--- src/design/cps_video_pkg.sv ---
/*
 * Shared widths, types, screen timing constants and register map
 * for the CPS-1 style pixel back end
 */
`default_nettype none

package cps_video_pkg;

    // Screen position counters
    typedef logic [8:0] hcount_t;
    typedef logic [8:0] vcount_t;

    // Palette row in 8..4, colour in 3..0
    typedef logic [8:0]  layer_pxl_t;
    // Layer id, palette row, colour
    typedef logic [10:0] pal_index_t;
    // Brightness, red, green, blue nibbles
    typedef logic [15:0] pal_entry_t;
    typedef logic [7:0]  colour_t;

    typedef logic [15:0] cpu_data_t;
    typedef logic [4:0]  cpu_addr_t;

    typedef enum logic [1:0] {
        layer_obj  = 2'd0,
        layer_scr1 = 2'd1,
        layer_scr2 = 2'd2,
        layer_scr3 = 2'd3
    } layer_id_t;

    // Horizontal timing in pixels
    localparam int h_total      = 512;
    localparam int h_active     = 384;
    localparam int h_sync_start = 424;
    localparam int h_sync_end   = 456;

    // Vertical timing in lines
    localparam int v_total      = 262;
    localparam int v_active     = 224;
    localparam int v_sync_start = 236;
    localparam int v_sync_end   = 239;

    // Pixel enables from layer pixels to colour outputs
    localparam int pixel_latency = 3;

    // Word addresses of the CPU registers
    localparam cpu_addr_t reg_layer_ctrl = 5'd0;
    localparam cpu_addr_t reg_raster     = 5'd1;

    // Order obj, scr1, scr2, scr3 from the top, all layers on
    localparam cpu_data_t layer_ctrl_reset = 16'h0fe4;

    localparam logic [3:0] transparent_colour = 4'd15;
    localparam pal_index_t backdrop_index     = '1;

endpackage

`default_nettype wire

--- src/design/video_regs.sv ---
/*
 * CPU register block: layer control and raster line registers with
 * byte-masked writes, readback and the raster interrupt pulse
 */
`default_nettype none

module video_regs (
    input  logic                     clk,
    input  logic                     rst,
    input  logic                     ppu_cs,
    input  cps_video_pkg::cpu_addr_t addr,
    input  logic [1:0]               dsn,
    input  cps_video_pkg::cpu_data_t cpu_dout,
    input  cps_video_pkg::vcount_t   vdump,
    input  logic                     line_start,
    output cps_video_pkg::cpu_data_t mmr_dout,
    output cps_video_pkg::cpu_data_t layer_ctrl,
    output logic                     raster
);
    import cps_video_pkg::*;

    cpu_data_t raster_reg;
    logic      raster_en;
    vcount_t   raster_line;

    // dsn[1] low selects the upper byte, dsn[0] low the lower one
    function automatic cpu_data_t byte_merge(
        input cpu_data_t  old_val,
        input cpu_data_t  new_val,
        input logic [1:0] sel_n
    );
        cpu_data_t merged;
        merged = old_val;
        if (!sel_n[1]) begin
            merged[15:8] = new_val[15:8];
        end
        if (!sel_n[0]) begin
            merged[7:0] = new_val[7:0];
        end
        return merged;
    endfunction

    assign raster_en   = raster_reg[15];
    assign raster_line = raster_reg[8:0];

    always_ff @(posedge clk or posedge rst) begin
        if (rst) begin
            layer_ctrl <= layer_ctrl_reset;
            raster_reg <= '0;
        end else if (ppu_cs) begin
            if (addr == reg_layer_ctrl) begin
                layer_ctrl <= byte_merge(layer_ctrl, cpu_dout, dsn);
            end
            if (addr == reg_raster) begin
                raster_reg <= byte_merge(raster_reg, cpu_dout, dsn);
            end
        end
    end

    // vdump already holds the new line while line_start is high
    always_ff @(posedge clk or posedge rst) begin
        if (rst) begin
            raster <= 1'b0;
        end else begin
            raster <= line_start && raster_en && vdump == raster_line;
        end
    end

    always_comb begin
        case (addr)
            reg_layer_ctrl: mmr_dout = layer_ctrl;
            reg_raster:     mmr_dout = raster_reg;
            default:        mmr_dout = '0;
        endcase
    end

endmodule

`default_nettype wire

--- config.mk ---
export PLATFORM = sky130hd
export DESIGN_NAME = video_regs
export DESIGN_NICKNAME = d
export VERILOG_FILES = /design/src/design/cps_video_pkg.sv /design/src/design/video_regs.sv
export SDC_FILE = /design/constraint.sdc
export NUM_CORES = 1
export LEC_CHECK = 0
export BUFFER_PORTS_ARGS = -buffer_cell sky130_fd_sc_hd__buf_2
export CAP_MARGIN = 20
export CORE_MARGIN = 4
export CORE_UTILIZATION = 50
export CTS_CLUSTER_SIZE = 28
export DETAILED_ROUTE_END_ITERATION = 6
export GPL_ROUTABILITY_DRIVEN = 0
export GPL_TIMING_DRIVEN = 1
export PLACE_DENSITY = 0.83
export SYNTH_ARGS = -nofsm -noshare
export SYNTH_HDL_FRONTEND = slang
export SYNTH_SLANG_ARGS = --single-unit
--- constraint.sdc ---
create_clock -name clk -period 3.7 [get_ports clk]
set_input_delay 0.37 -clock clk [delete_from_list [all_inputs] [get_ports clk]]
set_output_delay 0.37 -clock clk [all_outputs]
set_load 0.005 [all_outputs]
## After elaboration in Yosys (flattened, before gate mapping)

Index checks and enable logic that the tools add are counted.
W data, S select, Z words.

| storage, ports and cells | value |
|---|---|
| register bits after elaboration | 33 |
| input bits | 36 |
| logic and storage cells | 17 |

| operators by class | value |
|---|---|
| equal/unequal tests | 2 |
| muxes and demuxes | 1 |
| bitwise gates (word level) | 2 |
| reduce and logical (&&, ||, !) cells | 7 |

Operators by type and width:

| cell | count |
|---|---|
| $pmux W16 S2 | 1 |
| $reduce_and A3 Y1 | 4 |
| $eq A9 B9 Y1 | 1 |
| $eq A5 B1 Y1 const B | 1 |
| $logic_not A5 Y1 | 1 |
| $logic_and A1 B1 Y1 | 2 |
| $not A1 Y1 | 2 |

## Depth between registers and ports, before layout

| logic depth | value |
|---|---|
| depth in word-level cells | 2 |
| mapped depth | 5 |

## Worst setup path before layout

OpenSTA, ideal clock, no wires.

| timing path | value |
|---|---|
| path kind | input -> output |
| from | in addr[1] |
| to | out mmr_dout[0] |
| data arrival time | 1.676 ns |
| setup slack | 1.654 ns |
| stages on the path | 4 |
| path through | or4_4 -> nor2_1 -> clkbuf_1 -> a22o_1 |

| between the ends | value |
|---|---|
| word-level cells in the longest chain between the ends | 2 |
| elaborated cells between the ends (all ways) | 3 |
| classes of those cells | 1 x eq/ne; 1 x mux; 1 x reduce/logical |

Ends and longest elaborated chain:

| what | line | RTL |
|---|---|---|
| from (decl) | video_regs.sv:11 | `input cps_video_pkg::cpu_addr_t addr,` |
| $eq A5 B1 Y1 / $logic_not A5 Y1 (equally long branches) | video_regs.sv:70 | `case (addr)` |
| $pmux W16 S2 * | video_regs.sv:70 |  |
| to (decl) | video_regs.sv:16 | `output cps_video_pkg::cpu_data_t mmr_dout,` |

Mark *: on every way between the ends. The rest lies on a longest branch, timed or not.

## Worst setup path after layout

| timing path | value |
|---|---|
| from | in addr[1] |
| to | out mmr_dout[10] |

The elaborated chain is that of the path after synthesis.

==> results.json <==
{
  "cts_hold_buf": 0,
  "cp.buffers_inverters": 2,
  "cp_max_fo": 16,
  "hp-start": "cpu_dout[6]",
  "hp-class": "primary input to flop",
  "power_density_mw_per_mm2": 388,
  "cts_buffer_depth": 2,
  "power_mw": 0.793,
  "synth_edf_count": 0,
  "clk_pin_slew_worst_paths_ns": 0.10,
  "reg2reg_from": "raster_reg[0]$_DFFE_PP0P_",
  "hold_ws_ns": 0.282,
  "synthTopCellsByCount": "dfrtp_1 (25), mux2_2 (24), a22o_1 (16)",
  "core_area_sq_mm": 0.00303,
  "syn-num-nets": 146,
  "dieHeight_um": 64.2,
  "clkSinkCount": 33,
  "fin_worst_skew_ns": 0.00453,
  "cp_cell_sequence": "buf_2, nor4_1, and2_1, a22o_1, buf_2",
  "initial_core_util_pct": 52.1,
  "syn_area_sq_mm": 0.00158,
  "synth_top_area_share_pct": 39.7,
  "die_area_sq_mm": 0.00412,
  "maxSlewViolCount": 0,
  "cts_root_buffer": "clkbuf_4",
  "dp_hpwl_mm": 2.69,
  "fin_util_pct": 67.6,
  "drc": 0,
  "syn_avg_cell_area_sq_um": 14.3,
  "worst_slack_ns": 1.46,
  "cts_htree_levels": 2,
  "synth_cell_types": 20,
  "setup_violations": 0,
  "first_pass_iters": 4,
  "ys.flop_type": "dfrtp_1",
  "cts_tree": "built",
  "grt_pass1_vias": 1265,
  "rows": 20,
  "largest_register_ffs": 17,
  "vias": 1199,
  "max_stage_delay_ns": 0.63,
  "cts.repair.resized": 0,
  "final_nets": 218,
  "ys_top_cells_by_area": "dfrtp_1 (40%), mux2_2 (17%), dfstp_2 (13%), a22o_1 (8.9%), mux2_4 (7.6%)",
  "worst_slew_pin_slew_ns": 0.672,
  "cts_made_buffers": 5,
  "setup_tns_ns": 0,
  "via_per_inst": 5.31,
  "crit_type": "primary input to output pin",
  "antenna_left": 0,
  "relSlewSlack_pct": 55.2,
  "post_cts_buffers": 0,
  "r2r_cells": 3,
  "hold_viol": 0,
  "netlist_instances": 110,
  "reg2reg_to": "raster$_DFF_PP0_",
  "ys_warn_count": 0,
  "antenna_found_initial": 0,
  "timing.fmax_mhz": 447,
  "cp_data_arrival_time_ns": 1.87,
  "drv_cap": 0,
  "crit_top_cell": "buf_2",
  "drtIter0Drc": 22,
  "holdPathStages": 2,
  "worst_skew_pair.late_latency_ns": 0.33,
  "critPathSlowestCell": "and2_1",
  "status": "finished clean",
  "r2r_slack_ns": 2.74,
  "port_buffers": 68,
  "yosysTopAreaCell": "dfrtp_1",
  "cp-end-kind": "output pin",
  "synth_seq_cells": 33,
  "ys_seq_area_share_pct": 53.0,
  "drive_gt1_share_pct": 65.4,
  "synth_most_common_cell": "dfrtp_1",
  "layout_min_cycle_time_ns": 2.24,
  "vdd_drop_max_uv": 239,
  "hold_end": "layer_ctrl[6]$_DFFE_PP1P_",
  "crit_family": "simple AND/OR/NAND/NOR gates",
  "required_ns": 3.33,
  "rsz0062_at_grt": "no",
  "routed_wl_mm": 3.59,
  "area_growth_pct": 29.7,
  "grt_max_degree": 27,
  "diodes": 0,
  "die_width_um": 64.2,
  "cp-start-kind": "primary input",
  "grtUsageTotal_pct": 18.0,
  "grt_pass1_wl_mm": 5.62,
  "leakage_nw": 1.08,
  "pin_count": 69,
  "async_flop_share_pct": 100,
  "place_ws_ns": 1.51,
  "grt.overflow.total": 0,
  "drt-wirelength-per-cell_um": 15.9,
  "finalCritPeriodShare_pct": 60.4
}
## cells in the final DEF (no fill, tap or decap), types with 2 or more instances in the layout
| cell type | n |
|---|---|
| dfrtp_1 | 25 |
| mux2_2 | 24 |
| nand4_1 | 2 |
| a22o_1 | 16 |
| buf_4 | 2 |
| clkbuf_4 | 5 |
| and4b_1 | 2 |
| xnor2_1 | 9 |
| buf_2 | 68 |
| dfstp_2 | 8 |
| mux2_4 | 8 |
## final cells by class
class                      count  area (sq um)
clock buffer                   7          55.1
fill                         228           982
inverter                       1          3.75
multi-input combinational     69           703
sequential                    33           836
tap                           44          55.1
timing repair buffer          72           393
## cells by family (layout without fill, tap and decap cells)
| kind of cell | Yosys count | in the layout | synth area share (%) |
|---|---|---|---|
| AOI/OAI and AO/OA | 16 | 16 | 8.88 |
| buffers and inverters | 8 | 80 | 2.46 |
| and+or+nand+nor | 12 | 12 | 5.95 |
| DFF | 33 | 33 | 53.0 |
| muxes | 32 | 32 | 24.7 |
| xor gates and xnor gates | 9 | 9 | 5.00 |
## report_power, final
group,switching [mW],leakage [nW],internal [mW]
clock network,0.110,0.0314,0.0896
registers,0.0365,0.416,0.416
logic,0.0514,0.635,0.0900
## layer usage
layer  track usage [%]  wire length (um)  share of wire, %  vias up
li1                  -                 -                 -      556
met1              22.2              1560                44      582
met2              28.5              1660                46       53
met3              6.33               312               8.7        8
met4              7.92                59               1.6        0
met5                 0                 0                 0        -
## stage by stage
stage / cell area, sq um / std cells
global route: 2050 / 226
detailed placement: 1950 / 217
finish: 2050 / 226
floorplan: 1580 / 110
CTS: 2010 / 224
global placement: 1950 / 217
## worst max path at each step
stage	start	to	slack (ns)	cells past startpoint
detailed placement	addr[1]	layer_ctrl[15]$_DFFE_PP0P_	1.51	4
global route	addr[1]	mmr_dout[10]	1.33	5
CTS	addr[1]	mmr_dout[9]	1.51	5
global placement	addr[1]	mmr_dout[13]	1.54	5
floorplan	addr[1]	mmr_dout[0]	1.65	4
finish	addr[1]	mmr_dout[10]	1.46	5
(Power assumes the default switching activity.)
