### src/design/cps_video_pkg.sv
/*
 * Shared widths, types, screen timing constants and register map
 * for the CPS-1 style pixel back end
 */
`default_nettype none

package cps_video_pkg;

    // Screen position counters
    typedef logic [8:0] hcount_t;
    typedef logic [8:0] vcount_t;

    // Palette row in 8..4, colour in 3..0
    typedef logic [8:0]  layer_pxl_t;
    // Layer id, palette row, colour
    typedef logic [10:0] pal_index_t;
    // Brightness, red, green, blue nibbles
    typedef logic [15:0] pal_entry_t;
    typedef logic [7:0]  colour_t;

    typedef logic [15:0] cpu_data_t;
    typedef logic [4:0]  cpu_addr_t;

    typedef enum logic [1:0] {
        layer_obj  = 2'd0,
        layer_scr1 = 2'd1,
        layer_scr2 = 2'd2,
        layer_scr3 = 2'd3
    } layer_id_t;

    // Horizontal timing in pixels
    localparam int h_total      = 512;
    localparam int h_active     = 384;
    localparam int h_sync_start = 424;
    localparam int h_sync_end   = 456;

    // Vertical timing in lines
    localparam int v_total      = 262;
    localparam int v_active     = 224;
    localparam int v_sync_start = 236;
    localparam int v_sync_end   = 239;

    // Pixel enables from layer pixels to colour outputs
    localparam int pixel_latency = 3;

    // Word addresses of the CPU registers
    localparam cpu_addr_t reg_layer_ctrl = 5'd0;
    localparam cpu_addr_t reg_raster     = 5'd1;

    // Order obj, scr1, scr2, scr3 from the top, all layers on
    localparam cpu_data_t layer_ctrl_reset = 16'h0fe4;

    localparam logic [3:0] transparent_colour = 4'd15;
    localparam pal_index_t backdrop_index     = '1;

endpackage

`default_nettype wire

### src/design/layer_mixer.sv
/*
 * Layer priority mixer with colour 15 transparency
 */
`default_nettype none

module layer_mixer (
    input  logic                      clk,
    input  logic                      rst,
    input  logic                      pxl_cen,
    input  cps_video_pkg::cpu_data_t  layer_ctrl,
    input  cps_video_pkg::layer_pxl_t obj_pxl,
    input  cps_video_pkg::layer_pxl_t scr1_pxl,
    input  cps_video_pkg::layer_pxl_t scr2_pxl,
    input  cps_video_pkg::layer_pxl_t scr3_pxl,
    output cps_video_pkg::pal_index_t pal_index
);
    import cps_video_pkg::*;

    layer_pxl_t pxl_by_id [4];
    logic [3:0] layer_en;
    pal_index_t next_index;

    assign pxl_by_id[layer_obj]  = obj_pxl;
    assign pxl_by_id[layer_scr1] = scr1_pxl;
    assign pxl_by_id[layer_scr2] = scr2_pxl;
    assign pxl_by_id[layer_scr3] = scr3_pxl;

    // Enables are indexed by layer id, not by slot
    assign layer_en = layer_ctrl[11:8];

    // Bottom slot first, so a higher slot overrides it
    always_comb begin
        layer_id_t  slot_id;
        layer_pxl_t slot_pxl;
        next_index = backdrop_index;
        for (int slot = 3; slot >= 0; slot--) begin
            slot_id  = layer_id_t'(layer_ctrl[2*slot +: 2]);
            slot_pxl = pxl_by_id[slot_id];
            if (layer_en[slot_id] && slot_pxl[3:0] != transparent_colour) begin
                next_index = {slot_id, slot_pxl};
            end
        end
    end

    always_ff @(posedge clk or posedge rst) begin
        if (rst) begin
            pal_index <= backdrop_index;
        end else if (pxl_cen) begin
            pal_index <= next_index;
        end
    end

endmodule

`default_nettype wire

### config.mk
export PLATFORM = sky130hd
export DESIGN_NAME = layer_mixer
export DESIGN_NICKNAME = d
export VERILOG_FILES = /design/src/design/cps_video_pkg.sv /design/src/design/layer_mixer.sv
export SDC_FILE = /design/constraint.sdc
export NUM_CORES = 1
export LEC_CHECK = 0
export ABC_AREA = 1
export ABC_CLOCK_PERIOD_IN_PS = 910
export BUFFER_PORTS_ARGS = -buffer_cell sky130_fd_sc_hd__buf_2
export CELL_PAD_IN_SITES_DETAIL_PLACEMENT = 1
export CELL_PAD_IN_SITES_GLOBAL_PLACEMENT = 1
export CORE_UTILIZATION = 35
export DETAILED_ROUTE_END_ITERATION = 10
export PLACE_DENSITY_LB_ADDON = 0.1
export SYNTH_ARGS = -nofsm -noshare
export SYNTH_HDL_FRONTEND = slang
export SYNTH_SLANG_ARGS = --single-unit
### constraint.sdc
create_clock -name clk -period 0.91 [get_ports clk]
set_input_delay 0.0455 -clock clk [delete_from_list [all_inputs] [get_ports clk]]
set_output_delay 0.0455 -clock clk [all_outputs]
set_load 0.05 [all_outputs]
# Word level (Yosys, flattened, before mapping)
# Cells that the tools add are included.
# word_totals
rom_bits,0
register_bits,11
latchBits,0
elab_cells,45
mem_count,0
ramBits,0
# classes
div_mod_pow,0
n_lt_le_gt_ge,8
shift,0
n_mul,0
bitwise_logic,4
muxes,24
addsub,0
n_eq_ne,4
n_reduce_logical,4
# op_table
cell,n
binary-select mux 9 bit (select 2 bit),4
two-way mux 9 bit,8
two-way mux 11 bit,4
inequality test 4 bit (second input constant),4
>= comparator 3 bit (second input constant),4
less-than comparator 2 x 3 -> 1 bit (second input constant),4
inverter 2 -> 3 bit,4
binary-select mux 1 bit (select 2 bit),4
logical AND 1 bit,4
two-way mux 1 bit,4

# Logic depth before layout (Yosys ltp)
# depth
ltp_word,10
depth_mapped,16

# Least setup slack after synthesis
# OpenSTA, ideal clock, no wires.
# synth_timing
kind,input port to flip-flop
start,input port layer_ctrl[4]
end,register pal_index[10]
setup_ns,0.075
path_stages,15
path_slack_ns,-0.302
arrival_time_ns,1.137
t_required_ns,0.835
cell_sequence,buf_6 -> inv_8 -> buf_8 -> nand2_1 -> nand3_1 -> nand2_2 -> nor2_4 -> nand2_4 -> nand2_4 -> buf_8 -> nand3_1 -> nand2_1 -> nand2_1 -> nand2_1 -> nand2_1
# synth_via
elab_chain_cells,9
# synth_lines
element,line,source
from (decl),layer_mixer.sv:10,"input cps_video_pkg::cpu_data_t layer_ctrl,"
inverter 2 -> 3 bit (not written as such),layer_mixer.sv:38,slot_pxl = pxl_by_id[slot_id];
binary-select mux 9 bit (select 2 bit),layer_mixer.sv:38,
two-way mux 9 bit (not written as such) (2 in a row),layer_mixer.sv:38,
inequality test 4 bit,layer_mixer.sv:39,if (layer_en[slot_id] && slot_pxl[3:0] != transparent_colour) begin
logical AND 1 bit (*),layer_mixer.sv:39,
two-way mux 11 bit (*) (3 in a row),layer_mixer.sv:39,
to (signal assigned),layer_mixer.sv:47,pal_index <= backdrop_index;
to (signal assigned),layer_mixer.sv:49,pal_index <= next_index;
to (decl),layer_mixer.sv:15,output cps_video_pkg::pal_index_t pal_index
# Every way passes the cells marked *; elsewhere a longest branch is shown, timed or not. The select of a mux whose other input is x is not followed.
# A chain may end at the register's enable or synchronous reset.

# Final worst setup path
# layout_timing
start,input port layer_ctrl[4]
end,register pal_index[7]
# layout_via
elab_chain_cells,9
# layout_lines
element,line
inverter 2 -> 3 bit (not written as such),layer_mixer.sv:38
binary-select mux 9 bit (select 2 bit),layer_mixer.sv:38
two-way mux 9 bit (not written as such) (2 in a row),layer_mixer.sv:38
inequality test 4 bit,layer_mixer.sv:39
logical AND 1 bit,layer_mixer.sv:39
two-way mux 11 bit (*) (3 in a row),layer_mixer.sv:39
# Marks and branches as above.

==> metrics.txt <==
status=complete, but fails checks; failing checks=design-rule violations, negative setup slack; final WL=between 15000 and 20000 um; CTS sink cnt=11; antenna viol nets, final=0; Seq/Total Area, Yosys=around 12%; io pins=66; fmax=~0.71 GHz; Largest stage delay, worst path=around 0.26 ns; final hold vios=0; Post-synth top flop=dfstp_2; FILL cells=slightly below 900; latest clock arrival within the worst-skew pair=approximately 0.26 ns; GRT Residual Overflow=0; Max stage delay cell, worst path=o21ai_0; pre-CTS setup slack=-0.662 ns; GP Congestion=about 1; synth top area cells=nand2_1 (28%), nand3_1 (13%), dfstp_2 (12%); startpoint type of the worst setup path=input port; Largest regs=pal_index: 11 flops; CTS H-tree lvls=1; Synth top area share=between 20% and 30%; Reg clk slew, reported paths=0.08 ns; Worst Path Max Fanout=7; Leak=0.00206 uW; ys async rst share=100%; Seq cells post-synth=11; Req. time, crit path=1.09 ns; design area=around 4000 um2; Hold Crit Class=input port to async pin; Post-DP Area=approximately 3000 um2; Die Span X=83.8 um; worst-path cell chain=buf_12 -> buf_12 -> buf_4 -> o21ai_0 -> nor2_1 -> a21oi_1 -> nand3_2 -> nand2_2 -> inv_1 -> nand2_1 -> nand2_1 -> nand2_1 -> nand2_1; routed length per instance=around 27 um; critical path capture point type=flop; slew margin rel.=about 64%; initial antenna violation count=0; DRC violations left=7; Ys Warns=0; DIE AREA=between 7000 and 8000 um2; multi-input gate area in the final layout=2220 um2; post-layout util=between 60% and 70%; critical path start-end classification=input port to flop; number of global-route vias before repair=3925; CTS tree=done; Max Cap Viol=0; CTS root buffer=clkbuf_8; Rows=29; crit path time final=around 1.4 ns; Setup-failing EPs final=22; Arrival @ worst endpoint=1.60 ns; Max rail drop VDD=between 800 and 900 uV; TritonRoute pass-1 iters=8; Syn Nets=between 500 and 600; area grow syn2layout=73.1%; post-synth top area cell=nand2_1; hold buffer count at CTS=0; Syn Std Cell Area=around 2300 um2; Num CTS Buffers=3; DIE HEIGHT=around 84 um; Inserted Diodes=0; RSZ-0062 raised after global routing=true; first-pass GRT wire length=20800 um; placed cells=620; Port-buffer cells=61; Nets=roughly 640; number of library cell types mapped by synthesis=28; most used cell, CP=nand2_1; largest reg by FF count=pal_index; Final Max Tran Viols=0; max FFs per register=11; final setup margin=-0.508 ns; HPWL after DPL=roughly 8000 um; EDFF count, synth=0; Mapped Cells=~450; register area=289 um2; CP delay by family, top=simple AND/OR/NAND/NOR gates; Initial Util=~36%; fraction of layout cells with a size suffix above 1=between 50% and 60%; cell area power density=around 1200 nW/um2; Avg Vias per Cell=approximately 6.5; Max clock buf depth=2; largest net degree at the start of global routing=15; Synth Area per Inst=roughly 5.2 um2; crit share post-route=156%; fin cells=~660; total global-route track usage=~38%; core area=6420 um2; CP Buf/Inv Count=4; DRT iter0 DRCs=around 560; Worst Tran Pin Value=about 0.54 ns; Setup Skew=0 ns; WHS=approximately 0.15 ns; vias post-DR=roughly 4300
-- where the power goes --
group	switching, uW	internal [uW]
clock network	268	311
logic	2100	1260
registers	104	644
total	2470	2210
-- metal layers --
metal / up-vias / GRT usage, % / wire, um / part of all wire [%]
li1: 1728 / - / - / -
met1: 2015 / 44.7 / 6300 / 36
met2: 417 / 64.7 / 7840 / 45
met3: 132 / 4.45 / 1890 / 11
met4: 0 / 22.3 / 1560 / 8.9
met5: - / 0 / 0 / 0
-- cell usage after synthesis, types with 2 or more instances --
cell type  count
a32o_1         5
buf_6         10
buf_2         11
o22ai_1        2
nand2_4        2
o21ai_0       41
clkbuf_1       4
o21ai_1        9
o21ai_2        2
a21oi_2        2
inv_2          2
dfstp_2       11
nand2_1      176
inv_1         35
nand3_1       59
nor2_1        31
nand2_2        5
nand3b_1       2
inv_4          2
buf_8          2
a21oi_1       28
-- worst register-to-register path, delay by kind of cell, from the launching register on --
kind            cells  cell delay [ns]
compound gates      1             0.17
simple gates        1             0.05
flops               1             0.57
buf+inv             1             0.12
-- logic make-up after synthesis --
family,synth area share [%]
simple gates,49.9
compound gates,21.5
buf+inv,16.3
flops,12.3
-- path summary, 6_finish.rpt --
kind                       slack, ns           from      endpoint  depth (start not counted)
max in group asynchronous       0.71            rst  pal_index[7]                          2
hold reg to reg                 0.49   pal_index[7]  pal_index[7]                          2
min in group clk                0.17        pxl_cen  pal_index[7]                          5
setup / recovery               -0.51  layer_ctrl[4]  pal_index[7]                         13
hold / removal                  0.15            rst  pal_index[1]                          2
setup reg to reg               -0.08   pal_index[6]  pal_index[6]                          3
-- area by class of cell --
| type | count | area share [%] |
|---|---|---|
| Sequential cell | 11 | 7.12 |
| Tap cell | 77 | 2.37 |
| Inverter | 40 | 4.69 |
| Clock buffer | 4 | 1.11 |
| Multi-Input combinational cell | 377 | 54.7 |
| Timing Repair Buffer | 145 | 29.7 |
| Timing Repair inverter | 2 | 0.308 |
-- metrics by stage --
step | power [uW] | setup TNS, ns
after floorplan | 2050 | -3.11
after global placement | 2700 | -6.42
after detailed placement | 2760 | -7.04
after CTS | 3850 | -2.20
after global routing | 4780 | -6.01
final | 4690 | -5.70
-- placed cells by master, fill, tap and decap left out, types with 13 or more instances in the layout --
| master | count |
|---|---|
| buf_2 | 45 |
| inv_1 | 27 |
| nand3_2 | 26 |
| nand2_2 | 37 |
| o21ai_1 | 15 |
| nand2_4 | 14 |
| buf_8 | 13 |
| nand2_1 | 136 |
| a21oi_1 | 19 |
| nand3_1 | 32 |
| buf_4 | 72 |
| nor2_1 | 24 |
| o21ai_0 | 26 |
-- timing repair --
| action | in CTS | in global routing |
|---|---|---|
| resized for setup | 132 | 83 |
| cloned | 9 | 2 |
| endpoints found under the hold margin | 0 | 0 |
| pin swaps | 39 | 44 |
| endpoints found under the setup margin | 22 | 22 |
| buffers inserted | 10 | 11 |
Power figures use the tool's default switching activity.
