==> src/design/cps_video_pkg.sv <==
/*
 * Shared widths, types, screen timing constants and register map
 * for the CPS-1 style pixel back end
 */
`default_nettype none

package cps_video_pkg;

    // Screen position counters
    typedef logic [8:0] hcount_t;
    typedef logic [8:0] vcount_t;

    // Palette row in 8..4, colour in 3..0
    typedef logic [8:0]  layer_pxl_t;
    // Layer id, palette row, colour
    typedef logic [10:0] pal_index_t;
    // Brightness, red, green, blue nibbles
    typedef logic [15:0] pal_entry_t;
    typedef logic [7:0]  colour_t;

    typedef logic [15:0] cpu_data_t;
    typedef logic [4:0]  cpu_addr_t;

    typedef enum logic [1:0] {
        layer_obj  = 2'd0,
        layer_scr1 = 2'd1,
        layer_scr2 = 2'd2,
        layer_scr3 = 2'd3
    } layer_id_t;

    // Horizontal timing in pixels
    localparam int h_total      = 512;
    localparam int h_active     = 384;
    localparam int h_sync_start = 424;
    localparam int h_sync_end   = 456;

    // Vertical timing in lines
    localparam int v_total      = 262;
    localparam int v_active     = 224;
    localparam int v_sync_start = 236;
    localparam int v_sync_end   = 239;

    // Pixel enables from layer pixels to colour outputs
    localparam int pixel_latency = 3;

    // Word addresses of the CPU registers
    localparam cpu_addr_t reg_layer_ctrl = 5'd0;
    localparam cpu_addr_t reg_raster     = 5'd1;

    // Order obj, scr1, scr2, scr3 from the top, all layers on
    localparam cpu_data_t layer_ctrl_reset = 16'h0fe4;

    localparam logic [3:0] transparent_colour = 4'd15;
    localparam pal_index_t backdrop_index     = '1;

endpackage

`default_nettype wire

==> src/design/video_timing.sv <==
/*
 * Screen timing generator: pixel and line counters, sync and
 * blanking levels, line and frame start strobes
 */
`default_nettype none

module video_timing (
    input  logic                   clk,
    input  logic                   rst,
    input  logic                   pxl_cen,
    output cps_video_pkg::hcount_t hdump,
    output cps_video_pkg::vcount_t vdump,
    output logic                   hs,
    output logic                   vs,
    output logic                   hb,
    output logic                   vb,
    output logic                   line_start,
    output logic                   frame_start
);
    import cps_video_pkg::*;

    hcount_t h_next;
    vcount_t v_next;
    logic    h_last;
    logic    v_last;

    assign h_last = hdump == hcount_t'(h_total - 1);
    assign v_last = vdump == vcount_t'(v_total - 1);

    // Line counter moves only when the pixel counter wraps
    assign h_next = h_last ? '0 : hdump + 1'b1;
    assign v_next = !h_last ? vdump :
                    v_last  ? '0    : vdump + 1'b1;

    // Levels decode the next count so they line up with hdump and vdump
    always_ff @(posedge clk or posedge rst) begin
        if (rst) begin
            hdump       <= '0;
            vdump       <= '0;
            hs          <= 1'b0;
            vs          <= 1'b0;
            hb          <= 1'b0;
            vb          <= 1'b0;
            line_start  <= 1'b0;
            frame_start <= 1'b0;
        end else begin
            line_start  <= 1'b0;
            frame_start <= 1'b0;
            if (pxl_cen) begin
                hdump <= h_next;
                vdump <= v_next;
                hb    <= h_next >= h_active;
                vb    <= v_next >= v_active;
                hs    <= h_next >= h_sync_start && h_next < h_sync_end;
                vs    <= v_next >= v_sync_start && v_next < v_sync_end;
                // Strobes last one clock, not one pixel
                line_start  <= h_last;
                frame_start <= h_last && v_last;
            end
        end
    end

endmodule

`default_nettype wire

==> config.mk <==
export PLATFORM = sky130hd
export DESIGN_NAME = video_timing
export DESIGN_NICKNAME = d
export VERILOG_FILES = /design/src/design/cps_video_pkg.sv /design/src/design/video_timing.sv
export SDC_FILE = /design/constraint.sdc
export NUM_CORES = 1
export LEC_CHECK = 0
export BUFFER_PORTS_ARGS = -buffer_cell sky130_fd_sc_hd__buf_2
export CORE_UTILIZATION = 57
export CTS_CLUSTER_DIAMETER = 60
export DETAILED_ROUTE_END_ITERATION = 8
export GPL_TIMING_DRIVEN = 0
export HOLD_SLACK_MARGIN = 0.05
export MAX_ROUTING_LAYER = met4
export PLACE_DENSITY_LB_ADDON = 0.08
export SYNTH_ARGS = -nofsm -noshare
export SYNTH_HDL_FRONTEND = slang
export SYNTH_SLANG_ARGS = --single-unit
==> constraint.sdc <==
create_clock -name clk -period 7.7 [get_ports clk]
set_input_delay 0.385 -clock clk [delete_from_list [all_inputs] [get_ports clk]]
set_output_delay 0.385 -clock clk [all_outputs]
set_load 0.01 [all_outputs]
* Word-level counts from Yosys, hierarchy flattened
Index checks and enable logic that the tools add are counted.
** Cells by class
- Equal/unequal tests :: 2
- Multiplexer cells :: 5
- Reduce and logical (&&, ||, !) cells :: 3
- Magnitude comparators :: 6
- $add $sub $neg :: 2
** Operator list (number)
- two-way mux 9 bit :: 3
- adder 9 x 1 -> 9 bit (second input constant) :: 2
- equality test 9 bit (second input constant) :: 2
- >= comparator 9 x 8 -> 1 bit (second input constant) :: 2
- >= comparator 9 bit (second input constant) :: 2
- < comparator 9 x 8 -> 1 bit (second input constant) :: 1
- < comparator 9 bit (second input constant) :: 1
- logical AND 1 bit :: 3
- two-way mux 1 bit :: 2
** Word-level totals
- Output and inout bits :: 24
- Bits of input ports :: 3
- Logic and storage cells :: 26
- Register bits after elaboration :: 24

* Depth between registers and ports, before layout
Gate-level depths: netlist of run 1.
- Depth in word-level cells :: 5
- Depth in mapped cells :: 11

* Worst setup path after synthesis of run 1
OpenSTA, ideal clock, no wires.
- Path type :: reg2reg
- Start :: reg hdump[0]
- End :: reg vs
- Cell stages (with the launch flop) :: 11
- Setup slack :: 5.210 ns
- Period minus slack after synthesis :: 2.490 ns
- Buffers on the path :: 1
- Setup time :: 0.138 ns
- Data required time :: 7.562 ns
- Arrival time :: 2.352 ns
- Path through :: dfrtp_1 > ha_1 > buf_2 > nand3_1 > nor2_1 > and3_1 > ha_1 > clkinv_1 > or4_1 > o2111ai_1 > o32ai_2
** On the way
- Word-level cells in the longest chain between the ends :: 4
- Elaborated cells between the ends (all ways) :: 5
- Those cells by class :: 2 x order compare; 1 x eq/ne; 1 x mux; 1 x reduce/logical
** Ends and longest elaborated chain
- start: declaration :: line video_timing.sv:11 : output cps_video_pkg::hcount_t hdump,
- start signal: assignment :: line video_timing.sv:50 : hdump <= h_next;
- equality test 9 bit * :: line video_timing.sv:27 : assign h_last = hdump == hcount_t'(h_total - 1);
- two-way mux 9 bit * :: line video_timing.sv:32 : assign v_next = !h_last ? vdump :
- >= comparator 9 x 8 -> 1 bit / < comparator 9 x 8 -> 1 bit (equally long branches) :: line video_timing.sv:55 : vs <= v_next >= v_sync_start && v_next < v_sync_end;
- logical AND 1 bit * :: line video_timing.sv:55
- end signal: assignment :: line video_timing.sv:55
- end: declaration :: line video_timing.sv:14 : output logic vs,
Mark *: on every way between the ends. The rest lies on a longest branch, timed or not.
A chain may end at the register's enable or synchronous reset.

* Final worst setup path of run 1
Same ends and word-level chain as after synthesis.

==> flow_metrics.py, run 1 <==
metrics = {
    "setup_path": {
        "crit_path_max_fanout": 10,
        "crit_buf_inv": 2,
        "slowest_stage": "dfrtp_1",
        "cp-start-kind": "flip-flop",
        "critPathTopFamily": "simple AND/OR/NAND/NOR gates",
        "max_stage_delay_ps": 490,
        "worstPathCellList": "ha_1 -> buf_2 -> nand3_1 -> nor2_1 -> and3_1 -> ha_1 -> clkbuf_1 -> a21oi_1 -> nor3b_1 -> o2111ai_1 -> o32ai_2",
        "r2r-start": "hdump[0]$_DFFE_PP0P_",
        "arrival_ps": 3060,
        "cp_common_cell": "ha_1",
        "reg2reg_slack_ps": 4870,
        "r2r_cells": 11,
        "path_class": "flip-flop to flip-flop",
        "path_depth": 11,
        "reg2reg_to": "vs$_DFFE_PP0P_",
        "cp-end-kind": "flip-flop",
        "cp.required_ps": 7930,
    },
    "placed_design": {
        "dp.cells": 212,
        "gp_congestion": 0.892,
        "hpwl_mm": 2.18,
        "port_buffers": 26,
    },
    "pwr": {
        "p_clk_share_pct": 16.6,
        "ir_worst_vdd_mv": 0.178,
        "power.density_nw_per_um2": 204,
        "p_sw_share_pct": 37.1,
        "p_leak_uw": 0.000854,
        "pwr-share-seq_pct": 50.8,
        "switching_power_uw": 124,
        "cell_internal_pwr_uw": 211,
        "pwr-share-comb_pct": 32.6,
    },
    "clocking": {
        "ctsHoldBuffers": 0,
        "cts_buffer_depth": 2,
        "cts_resized": 0,
        "post_cts_buffers": 0,
        "cts.sinks": 24,
        "path_clk_slew_ps": 130,
        "root_buffer": "clkbuf_4",
        "cts_inserted_buffers": 3,
        "insertion_delay_ps": 310,
        "htreeDepth": 1,
        "cts_tree": "yes",
    },
    "timing": {
        "maxSlewViolCount": 0,
        "setup_viol": 0,
        "fin_worst_skew_ps": 3.33,
        "period_needed_ps": 2830,
        "max_freq_mhz": 354,
        "rsz0062_at_grt": "no",
        "relSlewSlack_pct": 40.0,
        "fin_crit_sh_pct": 36.7,
        "finalSetupTns_ps": 0,
        "finalHoldViolations": 0,
        "worst_pin_slew_ps": 899,
    },
    "detailed_routing": {
        "routed_wl_mm": 3.00,
        "vias_per_cell": 5.96,
        "wire_per_inst_um": 13.9,
        "drc": 0,
        "postRouteAntennaNets": 0,
        "vias": 1281,
        "drt_pass1_iterations": 4,
        "drt-initial-drc-count": 14,
    },
    "yosys": {
        "synth_cell_types": 47,
        "avgSynthCellArea_um2": 9.20,
        "synth_cells": 158,
        "synth_seq_area_share_pct": 41.3,
        "async_reset_ff_share_pct": 100,
        "yosysWarnings": 0,
        "ys_ff_latch": 24,
        "synth_nets": 165,
        "synth_edf_count": 0,
        "synth-main-ff-cell": "dfrtp_1",
        "synth_area_um2": 1450,
    },
    "die": {
        "rows": 17,
        "die_h_um": 52.5,
        "io_pins": 27,
        "start_util_pct": 63.3,
        "dieWidth_um": 52.5,
        "coreArea_um2": 2300,
        "dieArea_um2": 2760,
    },
    "global_route": {
        "grt-ovfl-total": 0,
        "grt_pass1_wl_mm": 5.17,
        "grt_usage_pct": 26.4,
        "grt_max_degree": 25,
        "grt_pass1_vias": 1161,
        "antenna_found_initial": 0,
    },
    "cells_and_area": {
        "syn2layout_area_growth_pct": 12.9,
        "final_core_util_pct": 71.5,
        "finalNetCount": 196,
        "layout.area.seq_um2": 601,
        "multi_input_area_um2": 776,
        "diodes": 0,
        "drive_gt1_share_pct": 23.5,
        "fin_cells": 215,
        "fillCellCount": 187,
    },
    "min_path": {
        "min_path_type": "primary input to async pin",
    },
    "run": {
        "drv_cap": 0,
    },
    "status": {
        "outcome": "completed",
    },
}
[layout by cell type, fill, tap and decap left out, types with 3 or more instances in the layout]
cell	instances
a21oi_1	4
nor2_1	7
inv_1	9
o31ai_1	4
nand2b_1	3
clkbuf_4	3
nand3_1	4
nand2_1	24
clkbuf_1	4
o21ai_1	4
buf_2	28
dfrtp_1	24
ha_1	4
o21ai_0	13
xor2_1	4
mux2_2	3
xnor2_1	3
a21o_1	3
[how the worst max path moves through the flow]
stage,from,to,slack [ps]
after global routing,hdump[0]$_DFFE_PP0P_,vs$_DFFE_PP0P_,4610
after global placement,hdump[0]$_DFFE_PP0P_,vs$_DFFE_PP0P_,4970
final,hdump[0]$_DFFE_PP0P_,vs$_DFFE_PP0P_,4870
after CTS,hdump[0]$_DFFE_PP0P_,vs$_DFFE_PP0P_,4900
after detailed placement,hdump[0]$_DFFE_PP0P_,vs$_DFFE_PP0P_,4940
after floorplan,hdump[0]$_DFFE_PP0P_,vs$_DFFE_PP0P_,5210
[Yosys cell counts (4+ instances only)]
library cell / number / area share (%)
clkbuf_1: 4 / 1.0
nor2_1: 7 / 1.8
a21oi_1: 4 / 1.4
o21ai_0: 13 / 4.5
nand3_1: 4 / 1.4
xor2_1: 4 / 2.4
nand2_1: 24 / 6.2
o31ai_1: 4 / 2.1
inv_1: 9 / 2.3
ha_1: 4 / 3.4
o21ai_1: 4 / 1.4
dfrtp_1: 24 / 41
[flip-flops by register name (all words and copies together), names as in the netlist]
register     count
frame_start      1
hs               1
line_start       1
vb               1
hdump            9
vs               1
hb               1
vdump            9
[area by class of cell]
| cell class | instances | share of cell area (%) |
|---|---|---|
| Tap cell | 28 | 2.13 |
| Sequential cell | 24 | 36.6 |
| Buffer | 8 | 2.44 |
| Inverter | 10 | 2.29 |
| Multi-Input combinational cell | 116 | 47.3 |
| Timing Repair Buffer | 26 | 7.93 |
| Clock buffer | 3 | 1.37 |
[cells by family (layout without fill, tap and decap cells)]
family                   after synthesis  in the layout  synth area share [%]
AO/OA/AOI/OAI                         41             41                  18.7
XOR/XNOR                               7              7                  4.22
buffers and inverters                 18             47                  5.33
flip-flops                            24             24                  41.3
AND/OR/NAND/NOR                       60             60                  24.0
adder cells (fa/ha/maj)                4              4                  3.44
multiplexers                           4              4                  3.01
[through the flow]
| stage | hold slack [ps] | total power, uW | instance area, um2 | setup WS [ps] |
|---|---|---|---|---|
| finish | 244 | 335 | 1640 | 4870 |
| global route | 320 | 361 | 1640 | 4610 |
| floorplan | 400 | 247 | 1450 | 5210 |
| detailed placement | 517 | 281 | 1620 | 4940 |
| CTS | 274 | 336 | 1640 | 4900 |
| global placement | 496 | 278 | 1620 | 4970 |
[layer usage]
layer | up-vias | global-route usage (%) | part of all wire (%)
li1 | 629 | - | -
met3 | 6 | 3.19 | 4.8
met2 | 38 | 41.6 | 46
met4 | 0 | 8.33 | 1.3
met5 | - | - | 0
met1 | 608 | 35.4 | 48
[power by group through the flow]
stage | Combinational [uW] | Clock (uW) | Sequential, uW
global placement | 107 | 0 | 170
floorplan | 71.4 | 0 | 176
global route | 125 | 62.0 | 174
finish | 109 | 55.8 | 170
detailed placement | 110 | 0 | 172
CTS | 110 | 56.9 | 169
Note: power is estimated with default switching activity, not from simulation.
==> inputs of run 2 (changes only) <==
CORE_UTILIZATION = 54   (was 57)
clock period = 3 ns   (was 7.7 ns; I/O delays follow)
==> run 2 against run 1 <==
Against the previous run:
- final area is 2.8% higher
- clock power rose to 4.3 times the previous value
- die area grew 5.3%
- sequential share of layout area decreased by 0.86 points
- critical endpoint unchanged
- largest cell class unchanged
==> flow_metrics.py, run 2 (synthesized netlist as in run 1, its figures left out) <==
metrics = {
    "global_route": {
        "grt-ovfl-total": 0,
        "grt_pass1_vias": 1144,
        "grt_max_degree": 25,
        "antenna_found_initial": 0,
        "grt_usage_pct": 24.8,
        "grt_pass1_wl_mm": 5.06,
    },
    "clocking": {
        "root_buffer": "clkbuf_4",
        "cts_tree": "yes",
        "htreeDepth": 1,
        "insertion_delay_ps": 320,
        "cts_inserted_buffers": 3,
        "cts.sinks": 24,
        "cts_buffer_depth": 2,
        "post_cts_buffers": 0,
        "path_clk_slew_ps": 140,
    },
    "pwr": {
        "pwr-share-comb_pct": 29.6,
        "p_total_uw": 965,
        "p_sw_share_pct": 34.3,
        "ir_worst_vdd_mv": 0.478,
        "power.density_nw_per_um2": 572,
        "p_leak_uw": 0.000873,
        "p_clk_share_pct": 24.8,
        "cell_internal_pwr_uw": 634,
        "pwr-share-seq_pct": 45.6,
        "switching_power_uw": 331,
    },
    "die": {
        "start_util_pct": 58.2,
        "dieWidth_um": 53.9,
        "die_h_um": 53.9,
        "io_pins": 27,
        "coreArea_um2": 2500,
        "dieArea_um2": 2900,
        "rows": 18,
    },
    "cells_and_area": {
        "finalNetCount": 197,
        "diodes": 0,
        "fillCellCount": 208,
        "reg_top3": "hdump (9), vdump (9)",
        "layout_commonest_cell": "buf_2",
        "fin_area_um2": 1690,
        "drive_gt1_share_pct": 25.4,
        "final_cell_mix": "buf_2 (28), nand2_1 (24), dfrtp_1 (22), o21ai_0 (13), inv_1 (9)",
        "syn2layout_area_growth_pct": 16.1,
    },
    "timing": {
        "worst_pin_slew_ps": 895,
        "relSlewSlack_pct": 40.3,
        "fin_crit_sh_pct": 91.8,
        "maxSlewViolCount": 0,
        "max_freq_mhz": 363,
        "period_needed_ps": 2750,
        "rsz0062_at_grt": "no",
        "setup_viol": 0,
        "finalSetupTns_ps": 0,
        "fin_worst_skew_ps": 4.71,
        "final.setup.worst_slack_ps": 247,
        "finalHoldViolations": 0,
    },
    "setup_path": {
        "slowest_stage": "or4_1",
        "crit_start": "hdump[0]$_DFFE_PP0P_",
        "crit_path_max_fanout": 9,
        "crit_buf_inv": 2,
        "arrival_ps": 2950,
        "cp-end-kind": "flip-flop",
        "worstPathCellList": "ha_1 -> buf_2 -> nand3_1 -> nor2_1 -> and3_1 -> ha_1 -> clkinv_1 -> or4_1 -> o2111ai_1 -> o32ai_2",
        "path_class": "flip-flop to flip-flop",
        "cp_common_cell": "ha_1",
        "r2r-start": "hdump[0]$_DFFE_PP0P_",
        "cp-start-kind": "flip-flop",
        "cp.required_ps": 3200,
        "max_stage_delay_ps": 570,
        "critPathTopFamily": "simple AND/OR/NAND/NOR gates",
    },
    "status": {
        "outcome": "completed",
    },
    "detailed_routing": {
        "postRouteAntennaNets": 0,
        "drt_pass1_iterations": 4,
        "wire_per_inst_um": 13.7,
        "vias_per_cell": 5.58,
        "drt-initial-drc-count": 30,
        "vias": 1223,
        "routed_wl_mm": 3.00,
        "drc": 0,
    },
    "run": {
        "drv_cap": 0,
    },
    "placed_design": {
        "pre_cts_slack_ps": 216,
        "place_area_um2": 1620,
        "port_buffers": 26,
        "hpwl_mm": 2.14,
        "gp_congestion": 0.808,
    },
    "min_path": {
        "min_path_type": "primary input to flip-flop",
        "hold_start": "pxl_cen",
    },
}
## run 2: metrics by stage
stage,std cells,hold WS [ps],util [%]
2_1_floorplan,158,165,-
3_5_place_dp,214,402,64.9
6_report,219,195,67.5
3_3_place_gp,214,386,64.9
4_1_cts,219,187,67.4
5_1_grt,219,200,67.5
## run 2: worst paths after layout
check	endpoint	slack, ps	cells after the start
worst max-delay path	vs$_DFFE_PP0P_	250	10
worst min-delay path	vdump[4]$_DFFE_PP0P_	190	3
worst max register to register	vs$_DFFE_PP0P_	250	10
worst min register to register	hb$_DFFE_PP0P_	520	2
max in group asynchronous	hdump[1]$_DFFE_PP0P_	1850	3
min in group asynchronous	hb$_DFFE_PP0P_	550	3
## run 2: per-layer routing
layer | track usage, % | up-vias | routed length [um]
met5 | - | - | 0
met4 | 7.46 | 0 | 10
met3 | 3.39 | 2 | 135
met1 | 31.8 | 561 | 1470
met2 | 40.5 | 32 | 1380
li1 | - | 628 | -
## run 2: cell type report
class	count	area (um2)	area share [%]
inverter	10	37.5	2.22
clock inverter	1	30.0	1.78
sequential	24	603	35.7
tap	30	37.5	2.22
buffer	8	41.3	2.45
timing repair buffer	27	140	8.30
clock buffer	3	22.5	1.33
multi-input combinational	116	776	46.0
## run 2: power groups by stage
stage          registers, uW  clock network [uW]  logic [uW]
6_report                 440                 239         286
5_1_grt                  452                 254         327
4_1_cts                  435                 247         288
3_5_place_dp             441                   0         286
3_3_place_gp             439                   0         276
2_1_floorplan            452                   0         183
## run 2: tightest hold or removal path, delay by kind of cell
| family | cells | cell delay, ps |
|---|---|---|
| buffers and inverters | 1 | 140 |
| AOI/OAI and AO/OA | 1 | 80 |
| and+or+nand+nor | 1 | 120 |
## run 2: what timing repair did
action	CTS	global route
gates resized for setup	0	4
endpoints found under the hold margin	24	0
endpoints found under the setup margin	0	1
hold buffers	1	0
